**src/hw/elk_io_pkg.sv**
```systemverilog
// Electron glue I/O definitions
`default_nettype none

package elk_io_pkg;

	////////////////////////////////////////////////////////////
	// tape slicer
	////////////////////////////////////////////////////////////

	localparam int adc_bits = 12;
	localparam int slice_window = 512;
	localparam int slice_window_log2 = 9;
	// half width of the dead band around the average
	localparam int slice_hyst = 100;
	// running sum of a full window
	localparam int slice_sum_bits = adc_bits + slice_window_log2;
	// two spare bits so avg +/- hyst never wraps
	localparam int slice_cmp_bits = adc_bits + 2;

	////////////////////////////////////////////////////////////
	// apb and registers
	////////////////////////////////////////////////////////////

	localparam int apb_addr_bits = 8;
	localparam int apb_data_bits = 32;
	localparam logic [apb_addr_bits-1:0] reg_ctrl_addr = 8'h00;
	localparam logic [apb_addr_bits-1:0] reg_status_addr = 8'h04;

	// joystick
	localparam int joy_fire_bit = 4;
	localparam int joy_axis_bits = 8;

	typedef struct packed {
		logic                     psel;
		logic                     penable;
		logic                     pwrite;
		logic [apb_addr_bits-1:0] paddr;
		logic [apb_data_bits-1:0] pwdata;
	} apb_req_t;

	typedef struct packed {
		logic [apb_data_bits-1:0] prdata;
		logic                     pready;
		logic                     pslverr;
	} apb_rsp_t;

	typedef struct packed {
		logic core_hold;
		logic swap_joy;
		logic tape_from_adc;
	} glue_cfg_t;

	typedef struct packed {
		logic                valid;
		logic [adc_bits-1:0] data;
	} adc_sample_t;

	// analog: y in [15:8], x in [7:0], both signed
	typedef struct packed {
		logic [15:0] digital;
		logic [15:0] analog;
	} joy_in_t;

	typedef struct packed {
		logic                     fire;
		logic [joy_axis_bits-1:0] x;
		logic [joy_axis_bits-1:0] y;
	} joy_out_t;

	typedef enum logic [1:0] {
		reg_ctrl,
		reg_status,
		reg_bad
	} reg_e;

endpackage

`default_nettype wire

```
**src/hw/elk_input_router.sv**
```systemverilog
// Joystick and tape source routing
`timescale 1ns/1ps
`default_nettype none

module elk_input_router (
	input  elk_io_pkg::glue_cfg_t cfg,
	input  elk_io_pkg::joy_in_t   joy_a,
	input  elk_io_pkg::joy_in_t   joy_b,
	input  logic                  cas_bit,
	input  logic                  tape_file_bit,
	output elk_io_pkg::joy_out_t  joy_1,
	output elk_io_pkg::joy_out_t  joy_2,
	output logic                  tape_in
);

	elk_io_pkg::joy_in_t sel_1;
	elk_io_pkg::joy_in_t sel_2;

	// fire bit and inverted axes of one pad
	function automatic elk_io_pkg::joy_out_t map_joy(input elk_io_pkg::joy_in_t j);
		elk_io_pkg::joy_out_t o;
		o.fire = j.digital[elk_io_pkg::joy_fire_bit];
		// 127 - axis, wraps mod 256
		o.x = 8'd127 - j.analog[7:0];
		o.y = 8'd127 - j.analog[15:8];
		return o;
	endfunction

	////////////////////////////////////////////////////////////
	// player swap
	////////////////////////////////////////////////////////////

	assign sel_1 = cfg.swap_joy ? joy_b : joy_a;
	assign sel_2 = cfg.swap_joy ? joy_a : joy_b;

	assign joy_1 = map_joy(sel_1);
	assign joy_2 = map_joy(sel_2);

	// tape from adc slicer or from file player
	assign tape_in = cfg.tape_from_adc ? cas_bit : tape_file_bit;

endmodule

`default_nettype wire

```
**config.mk**
```make
export PLATFORM = sky130hd
export DESIGN_NAME = elk_input_router
export DESIGN_NICKNAME = d
export VERILOG_FILES = /design/src/hw/elk_io_pkg.sv /design/src/hw/elk_input_router.sv
export SDC_FILE = /design/constraint.sdc
export NUM_CORES = 1
export LEC_CHECK = 0
export BUFFER_PORTS_ARGS = -buffer_cell sky130_fd_sc_hd__buf_2
export CELL_PAD_IN_SITES_DETAIL_PLACEMENT = 1
export CELL_PAD_IN_SITES_GLOBAL_PLACEMENT = 2
export CORE_ASPECT_RATIO = 1.25
export CORE_MARGIN = 5
export CORE_UTILIZATION = 10
export DETAILED_ROUTE_END_ITERATION = 6
export GPL_ROUTABILITY_DRIVEN = 0
export PLACE_DENSITY = 0.95
export SETUP_SLACK_MARGIN = 0.02
export SYNTH_ARGS = -nofsm -noshare
export SYNTH_HDL_FRONTEND = slang
export SYNTH_SLANG_ARGS = --single-unit
```
**constraint.sdc**
```tcl
create_clock -name vclk -period 3.3
set_input_delay 0.99 -clock vclk [all_inputs]
set_output_delay 0.99 -clock vclk [all_outputs]
set_load 0.02 [all_outputs]
```
* Yosys cells after proc, flatten, opt, wreduce, memory -nomap -nowiden
Cells that the tools add are included.
Storage, ports and cells: output and inout bits 35, bits in latches 0, ROM bits 0, logic and storage cells 7, memories kept 0, memory bits (writable) 0, bits of input ports 69, register bits 0
Cells by class: bitwise gates (word level) 0, multiply operators 0, muxes and demuxes 3, shift-type cells 0, reductions and logical operators 0, equality and inequality tests 0, $add $sub $neg 4, div/mod/pow operators 0, $lt $le $gt $ge 0
Operator list (number):
- 21-bit 2-to-1 mux | 2
- 7-bit by 8-bit subtractor with 8-bit output (first input constant) | 4
- 1-bit 2-to-1 mux | 1

* Longest topological paths before layout
depth after elaboration 2, gate-level depth with buffers 3, gate-level depth less buffers 1

* Worst setup path before layout
Ideal clock, no wire load.
path kind input -> output, start point input port cfg[1] (netlist bit), end point output port joy_1[1] (netlist bit), cell stages on the path 3, data required time 2.310 ns, data arrival time 1.721 ns, buffers on the path 2, slack 0.589 ns, cell sequence buf_6 -> buf_4 -> mux2i_1
RTL lines:
- from (decl) | RTL line elk_input_router.sv:6 | input elk_io_pkg::glue_cfg_t cfg,
- to (decl) | RTL line elk_input_router.sv:11 | output elk_io_pkg::joy_out_t joy_1,

==> impl_summary.md <==
Global routing
For this run, the total global-route usage over all layers was measured as 0.06165. The first-pass GRT wire length is 2766 um. Entering global routing, the biggest net connects 15 pins. The initial antenna violation count is 0. For this run the aggregate overflow at the end of global routing stands at 0. The via count of the first global-routing pass was around 660.

Clock tree
Once the clock tree was built, the resizer swapped 0 gates to a different size. The number of setup buffers added after CTS is 0. The number of hold buffers added after cts is 0.

Power and ir drop
The cell internal power dissipation is ~63 uW. The switching power is 84.51 uW. The portion of total power attributed to combinational logic is 1.000.

Of the total power, the share spent switching nets is 0.5730. The power per unit of standard cell area is 179.4 mW/mm2. The leakage power of the design is ~0.50 nW.

The sequential share of power is 0. The largest voltage drop on the vdd net is 37.77 uV. The share of total power dissipated in the clock network is 0.

Finish
The sequential cell area in the final layout is 0 um2. In the finished layout, the clock tree contains a buffer count of 0. After the last flow step, the layout net total stands at 182. The area of the multi-input gates is 366.6 um2. After filler insertion, the fill cell instance count of the layout stands at 497. The area growth from synthesis to layout is 103.4%. The fraction of layout cells with a size suffix above 1 is 0.7477. The number of diodes added for antenna fixing is 0. The number of flip-flops and latches is 0.

Worst setup path
The critical path in this run is classified as primary input to output port. The kind of capture point of the worst setup path is an output port. The start point of the critical path is cfg[1]. At the worst endpoint, the arrival time is 1.88 ns. The required time at the worst-slack endpoint is about 2.3 ns.

The type of origin of the critical path is a primary input. The maximum fanout count along the critical path is 14.

Synth
Of the total synthesized cell area, the portion taken by AND, OR, NAND and NOR gates is 0. The largest family of logic cells by synthesized area is multiplexers. Synthesis handed over a netlist of 39 instances. The Yosys warning count is 0. The number of nets in the synthesized netlist is 108. The share of the Yosys chip area taken by registers is 0. The compound-gate portion of the synthesized area was 0.

The post-synthesis cell type count is 5. The synthesized netlist occupies a cell area of 404.1 um2. The mean instance size in the synthesized netlist is roughly 10 um2. Of the total synthesized cell area, the portion taken by XOR and XNOR cells is 0. The adder-cell area share of the yosys netlist is 0. Of the post-synthesis cell area, the part taken by muxes is 0.9071.

Floorplan
The region available for standard cell placement spans about 0.0038 mm2. Measured along the y axis, the die boundary spans between 80 and 90 um. The starting density of the core is 0.1050.

The initialized floorplan defines 25 standard-cell rows. The number of ports placed on the die boundary is between 100 and 150. The die covers about 0.0054 mm2. The width of the chip is around 67 um.

STA
The maximum frequency from static timing analysis is 0.3483 GHz. The total of endpoints with negative setup slack in the final report is 0. Measured against its own limit, the worst slew margin works out to 0.8522. Dividing the final minimum period by the clock period gives 0.8701. The transition at the pin with the smallest max-transition slack is roughly 0.22 ns. The total count of max-transition violations in the final report is 0. The number of hold violations in the final report is 0.

Setup repair after global routing left no endpoint under its margin. The final sum of negative setup slack is 0 ns. The worst path in the final design needs a cycle of 2.871 ns, including I/O delays and setup. The final-layout worst hold slack is between 2 and 2.5 ns.

Status
The flow ran to the end, and the final reports show no timing, DRC or antenna violations.

Route
After detailed routing, the total wire length is 1871 um. The DRC marker count from the first detailed-route iteration is 8. The wire length per cell after detailed routing is between 10 and 15 um. In the routed layout, each cell is associated on average with a via count of 3.867. The detailed-route DRC error count is 0. The detailed-route via count is about 640. The first TritonRoute pass finished after 2 iterations. In this run the remaining antenna-violating nets after routing total 0.

Hold path
The start point of the worst hold path is joy_a[3]. The class of the most critical hold timing path is primary input to output port.

Placement
After legalization and detailed placement, the total HPWL measured 1720 um. Input and output buffers added on the ports amount to between 70 and 80.

Job
Across the run, the number of max-cap violations was 0.
[per-stage QoR]
stage / power [mW] / area (um2) / utilization / worst slack (ns) / cells
after floorplan: 0.08750 / 404.1 / - / 0.5890 / 39
after global placement: 0.1469 / 822.0 / 0.2137 / 0.4259 / 165
after detailed placement: 0.1494 / 822.0 / 0.2137 / 0.3926 / 165
after CTS: 0.1500 / 822.0 / 0.2137 / 0.3836 / 165
after global routing: 0.1595 / 822.0 / 0.2137 / 0.3385 / 165
final: 0.1475 / 822.0 / 0.2137 / 0.4285 / 165
[cell usage after synthesis (all sizes together)]
cell,instances,area (um2)
buf,4,37.53
mux2,7,86.33
mux2i,28,280.3
[critical path, cell delays in order]
cell	delay [ns]
buf_2	0.16
buf_4	0.27
mux2i_1	0.25
buf_2	0.20
[logic make-up (layout without fill, tap and decap cells)]
family | after synthesis | after routing
buffers and inverters | 4 | 76
multiplexers | 35 | 35
[per-layer routing]
layer,track usage,vias to the layer above,part of all wire
li1,-,296,-
met3,0.02628,0,0.21
met1,0.06168,281,0.32
met5,0,-,0
met2,0.1230,61,0.46
met4,0,0,0
[power by group through the flow]
stage               logic (mW)  registers [mW]  clock network (mW)
floorplan               0.0875               0                   0
global placement         0.147               0                   0
detailed placement       0.149               0                   0
CTS                      0.150               0                   0
global route             0.159               0                   0
finish                   0.148               0                   0
[final timing paths]
path               endpoint  slack (ns)  cells past startpoint
hold / removal    joy_1[11]        2.27                      3
setup / recovery   joy_1[4]        0.43                      4
[cells in the final DEF (no fill, tap or decap), drive strengths merged]
cell type / Yosys / routed
mux2i: 28 / 28
mux2: 7 / 7
buf: 4 / 76
[layout make-up]
class | count | share of cell area
multi-input cells | 35 | 0.4460
well taps | 54 | 0.08219
repair buffers | 76 | 0.4718
(Power assumes the default switching activity.)
