File: src/hw/elk_io_pkg.sv
// Electron glue I/O definitions
`default_nettype none

package elk_io_pkg;

	////////////////////////////////////////////////////////////
	// tape slicer
	////////////////////////////////////////////////////////////

	localparam int adc_bits = 12;
	localparam int slice_window = 512;
	localparam int slice_window_log2 = 9;
	// half width of the dead band around the average
	localparam int slice_hyst = 100;
	// running sum of a full window
	localparam int slice_sum_bits = adc_bits + slice_window_log2;
	// two spare bits so avg +/- hyst never wraps
	localparam int slice_cmp_bits = adc_bits + 2;

	////////////////////////////////////////////////////////////
	// apb and registers
	////////////////////////////////////////////////////////////

	localparam int apb_addr_bits = 8;
	localparam int apb_data_bits = 32;
	localparam logic [apb_addr_bits-1:0] reg_ctrl_addr = 8'h00;
	localparam logic [apb_addr_bits-1:0] reg_status_addr = 8'h04;

	// joystick
	localparam int joy_fire_bit = 4;
	localparam int joy_axis_bits = 8;

	typedef struct packed {
		logic                     psel;
		logic                     penable;
		logic                     pwrite;
		logic [apb_addr_bits-1:0] paddr;
		logic [apb_data_bits-1:0] pwdata;
	} apb_req_t;

	typedef struct packed {
		logic [apb_data_bits-1:0] prdata;
		logic                     pready;
		logic                     pslverr;
	} apb_rsp_t;

	typedef struct packed {
		logic core_hold;
		logic swap_joy;
		logic tape_from_adc;
	} glue_cfg_t;

	typedef struct packed {
		logic                valid;
		logic [adc_bits-1:0] data;
	} adc_sample_t;

	// analog: y in [15:8], x in [7:0], both signed
	typedef struct packed {
		logic [15:0] digital;
		logic [15:0] analog;
	} joy_in_t;

	typedef struct packed {
		logic                     fire;
		logic [joy_axis_bits-1:0] x;
		logic [joy_axis_bits-1:0] y;
	} joy_out_t;

	typedef enum logic [1:0] {
		reg_ctrl,
		reg_status,
		reg_bad
	} reg_e;

endpackage

`default_nettype wire

File: src/hw/elk_ctrl_regs.sv
// APB configuration and status registers
`timescale 1ns/1ps
`default_nettype none

module elk_ctrl_regs (
	input  logic                  clk_sys,
	input  logic                  rst_n,
	input  elk_io_pkg::apb_req_t  apb_req,
	output elk_io_pkg::apb_rsp_t  apb_rsp,
	input  logic                  cas_bit,
	output elk_io_pkg::glue_cfg_t cfg
);

	elk_io_pkg::reg_e      reg_sel;
	elk_io_pkg::glue_cfg_t ctrl_q;
	logic                  access;
	logic                  wr_ctrl;
	logic                  bad_op;
	logic [elk_io_pkg::apb_data_bits-1:0] rd_data;

	////////////////////////////////////////////////////////////
	// decode
	////////////////////////////////////////////////////////////

	always_comb begin
		case (apb_req.paddr)
			elk_io_pkg::reg_ctrl_addr:   reg_sel = elk_io_pkg::reg_ctrl;
			elk_io_pkg::reg_status_addr: reg_sel = elk_io_pkg::reg_status;
			default:                     reg_sel = elk_io_pkg::reg_bad;
		endcase
	end

	// access phase, pready is always high
	assign access = apb_req.psel & apb_req.penable;
	// only ctrl takes writes
	assign wr_ctrl = access & apb_req.pwrite & (reg_sel == elk_io_pkg::reg_ctrl);
	// unknown offset, or a write to read-only status
	assign bad_op = (reg_sel == elk_io_pkg::reg_bad) |
		((reg_sel == elk_io_pkg::reg_status) & apb_req.pwrite);

	// ctrl register, written at end of access phase
	always_ff @(posedge clk_sys or negedge rst_n) begin
		if (!rst_n) begin
			ctrl_q <= '0;
		end else if (wr_ctrl) begin
			ctrl_q.core_hold     <= apb_req.pwdata[0];
			ctrl_q.swap_joy      <= apb_req.pwdata[1];
			ctrl_q.tape_from_adc <= apb_req.pwdata[2];
		end
	end

	////////////////////////////////////////////////////////////
	// read side
	////////////////////////////////////////////////////////////

	always_comb begin
		rd_data = '0;
		case (reg_sel)
			elk_io_pkg::reg_ctrl: begin
				rd_data[2:0] = {ctrl_q.tape_from_adc, ctrl_q.swap_joy, ctrl_q.core_hold};
			end
			elk_io_pkg::reg_status: begin
				// bit0 cassette, bit1 core held
				rd_data[1:0] = {ctrl_q.core_hold, cas_bit};
			end
			default: rd_data = '0;
		endcase
	end

	assign apb_rsp.prdata  = rd_data;
	assign apb_rsp.pready  = 1'b1;
	assign apb_rsp.pslverr = access & bad_op;

	assign cfg = ctrl_q;

	// enable only ever rises inside a selected transfer
	apb_penable_in_psel: assert property (
		@(posedge clk_sys) disable iff (!rst_n)
		$rose(apb_req.penable) |-> apb_req.psel
	);

	// every setup phase meets a ready access phase
	apb_pready_held: assert property (
		@(posedge clk_sys) disable iff (!rst_n)
		(apb_req.psel && !apb_req.penable) |=>
			(apb_req.psel && apb_req.penable && apb_rsp.pready)
	);

endmodule

`default_nettype wire

File: config.mk
export PLATFORM = sky130hd
export DESIGN_NAME = elk_ctrl_regs
export DESIGN_NICKNAME = d
export VERILOG_FILES = /design/src/hw/elk_io_pkg.sv /design/src/hw/elk_ctrl_regs.sv
export SDC_FILE = /design/constraint.sdc
export NUM_CORES = 1
export LEC_CHECK = 0
export BUFFER_PORTS_ARGS = -buffer_cell sky130_fd_sc_hd__buf_2
export CAP_MARGIN = 10
export CORE_ASPECT_RATIO = 1.25
export CORE_MARGIN = 8
export CORE_UTILIZATION = 25
export CTS_CLUSTER_SIZE = 12
export DETAILED_ROUTE_END_ITERATION = 16
export PLACE_DENSITY = 0.75
export REMOVE_ABC_BUFFERS = 1
export SLEW_MARGIN = 5
export SYNTH_ARGS = -nofsm -noshare
export SYNTH_HDL_FRONTEND = slang
export SYNTH_SLANG_ARGS = --single-unit
File: constraint.sdc
create_clock -name clk_sys -period 3.08 [get_ports clk_sys]
set_clock_uncertainty 0.1 [all_clocks]
set_input_delay 0.924 -clock clk_sys [delete_from_list [all_inputs] [get_ports clk_sys]]
set_output_delay 0.924 -clock clk_sys [all_outputs]
set_load 0.02 [all_outputs]
* Word-level counts from Yosys, hierarchy flattened *
Index checks and enable logic that the tools add are counted.

word-level totals
  register bits after elaboration = 3
  bits of input ports = 46
  output and inout bits = 37
  word-level logic and storage cells = 17

cells by class
  eq/ne operators = 3
  multiplexer cells = 3
  bitwise logic cells = 6
  reductions and logical operators = 2

operators with widths
  operator            count
  $eq 8x3->1 const B  1
  $logic_not 8->1     1
  $pmux 2 s2          2
  $and 1x1->1         5
  $eq 2x1->1 const B  1
  $eq 2x2->1 const B  1
  $logic_not 2->1     1
  $mux 1              1
  $or 1x1->1          1

* Depth between registers and ports, before layout *
  depth in word-level cells = 6
  gate-level depth with buffers = 3
  gate-level depth less buffers = 3

* Worst setup path after synthesis *
No wires, ideal clock.

  path kind = input to output
  start point = input port apb_req[36] (netlist name)
  end point = output port apb_rsp[4] (netlist name)
  data arrival time = 2,346 ps
  data required time = 2,056 ps
  slack = -290 ps
  cell stages on the path = 3
  buffers on the path = 0
  cell sequence = or4_4 > or2_2 > nor3b_1

RTL lines
  what                line                text
  start: declaration  elk_ctrl_regs.sv:8  input elk_io_pkg::apb_req_t apb_req,
  end: declaration    elk_ctrl_regs.sv:9  output elk_io_pkg::apb_rsp_t apb_rsp,

==> impl_metrics.yaml <==
outcome:
  violations: "negative setup slack"
  status: "finished with violations"
place:
  placed_cell_area_um2: 484
  portBuffers: 23
  dp_hpwl_mm: 1.05
  gp_congestion: 0.745
layout:
  final.fill_count: 186
  largest_register_ff_count: 3
  fin_util: 0.325
  diodes: 0
  nets: 127
  final_area_um2: 561
  regArea_um2: 75.1
  syn_to_final_growth_pct: 26.6
  multi_input_area_um2: 273
  drive_gt1_frac: 0.488
synthesis:
  ys.flop_type: "dfrtp_1"
  yosys-top-cells-area: "buf_4 51%, dfrtp_1 17%, mux2_2 7.6%"
  synth_enable_flop_cells: 0
  syn_inst: 52
  synth_warnings: 0
  yosysSeqAreaShare: 0.169
  synth.avg_cell_area_um2: 8.52
  synth_most_common_cell: "buf_4"
  synthDistinctLibCells: 14
  ys_ff_latch: 3
  synth-async-reset-ratio: 1.00
  syn_area_um2: 443
  ys_top_cells_by_count: "30 x buf_4, 3 x dfrtp_1, 3 x mux2_2, 3 x nor2_1"
  synth_top_cell_area_share: 0.508
  synth_area_leader_cell: "buf_4"
routing:
  routedWlPerCell_um: 11.6
  num_vias: 359
  first_pass_iters: 1
  first_iter_violations: 0
  drcViolationCount: 0
  totalWireLength_mm: 1.15
  ant_nets: 0
  routed_via_density: 3.63
grt:
  grt_overflow: 0
  grt_pass1_vias: 365
  grt_max_degree: 6
  antenna_found_initial: 0
  grt_pass1_wl_mm: 1.59
  grt_util_all_layers: 0.0612
worst_setup_path:
  endpoint: "apb_rsp[2]"
  crit_type: "input port to output port"
  critPathLaunchType: "input port"
  startpoint: "apb_req[35]"
  path_common_cell: "buf_6"
  r2r_slack_ps: 2210
  crit_chain: "buf_6 -> or4_4 -> or2_4 -> buf_6 -> nor2_4 -> buf_6"
  max_stage_delay_ps: 520
  ff2ff_path_depth: 1
  timing.rr.end: "cfg[2]"
  critical_path_required_ps: 2060
  crit_path_end_kind: "output port"
  worstReg2RegStart: "cfg[2]"
  worstPathMaxFanout: 2
  critPathSlowestCell: "or4_4"
  arrival_ps: 2100
clock_network:
  cts_hold_buf: 0
  clk_latency_ps: 230
  cts_buffers: 3
  cts.sinks: 3
  path_clk_slew_ps: 40
  cts.htree.levels: 1
  clockRootBuffer: "clkbuf_4"
  cts_tree: "yes"
  postCtsSetupRepairBufs: 0
  clock_path_buffers: 2
timing:
  hold_viol: 0
  slew_violations: 0
  setup_viol: 3
  worst_slack_ps: -45.6
  rsz0062_at_grt: "yes"
  fmax_ghz: 0.320
  post-route-min-period_ps: 3130
  period_share: 1.01
power:
  leakage_nw: 0.322
  powerDensity_mw_per_mm2: 298
  peakVddDrop_v: 0.000161
die:
  core-area_mm2: 0.00172
  die_h_um: 63.1
  die-area_mm2: 0.00338
  ios: 83
  rows: 17
  start_util: 0.257
  die_w_um: 53.6
worst_hold_path:
  hp-class: "input port to asynchronous set/reset pin"
job:
  max_cap_viol_count: 0
worst min-delay path by stage:
stage / start / end / slack, ps / cells past startpoint
global route: rst_n / cfg[2] / 380 / 1
detailed placement: cfg[0] / cfg[0] / 440 / 1
finish: rst_n / cfg[2] / 380 / 1
floorplan: rst_n / cfg[0] / 530 / 0
global placement: cfg[0] / cfg[0] / 440 / 1
CTS: rst_n / cfg[2] / 370 / 1
layout by cell type (no fill, tap or decap), drive strengths merged:
master / instances
nand3: 1
or2: 1
conb: 30
buf: 26
mux2: 3
clkbuf: 4
nor3b: 1
nand2: 2
or3: 1
nor2: 3
a21oi: 1
mux2i: 2
nor4: 1
or4: 1
dfrtp: 3
layer usage:
metal  vias to the layer above  part of all wire  global-route usage
met5                         -                 0                   0
met4                         0                 0              0.0380
met3                         0              0.28              0.0235
met2                        39              0.47               0.110
met1                       155              0.26              0.0523
li1                        165                 -                   -
worst max-delay path: cells and delay by family:
family	cells	cell delay, ps
and+or+nand+nor	3	840
buffers and inverters	3	340
what timing repair did:
action / in CTS / in global routing
resized for setup: 13 / 1
endpoints found under the setup margin: 3 / 4
pin swaps: 5 / 0
report_power, final:
part / internal (mW) / leakage [nW] / switching [mW] / total [mW]
registers: 0.0402 / 0.0418 / 0.000492 / 0.0407
clock network: 0.0486 / 0.0150 / 0.0206 / 0.0692
logic: 0.0128 / 0.265 / 0.0445 / 0.0573
logic make-up (layout without fill, tap and decap cells):
logic type,Yosys count,in the layout,share of synthesized area
simple gates,11,11,0.172
other cells,2,30,0.0170
buf+inv,30,30,0.508
flops,3,3,0.169
compound gates,1,1,0.0113
mux,5,5,0.121
final cells by class:
class                      count  area share
clock buffer                   4      0.0469
multi-input combinational     47       0.487
sequential                     3       0.134
tap                           19      0.0424
timing repair buffer          26       0.290
per-stage QoR:
| step | TNS [ps] | hold slack, ps | setup WS, ps | instances | power [mW] |
|---|---|---|---|---|---|
| 2_1_floorplan | -385 | 528 | -290 | 50 | 0.0793 |
| 3_3_place_gp | -631 | 435 | -235 | 95 | 0.0942 |
| 3_5_place_dp | -592 | 441 | -204 | 95 | 0.0951 |
| 4_1_cts | -151 | 369 | -56.4 | 99 | 0.170 |
| 5_1_grt | -239 | 384 | -97.3 | 99 | 0.175 |
| 6_report | -133 | 377 | -45.6 | 99 | 0.167 |
(Power assumes the default switching activity.)
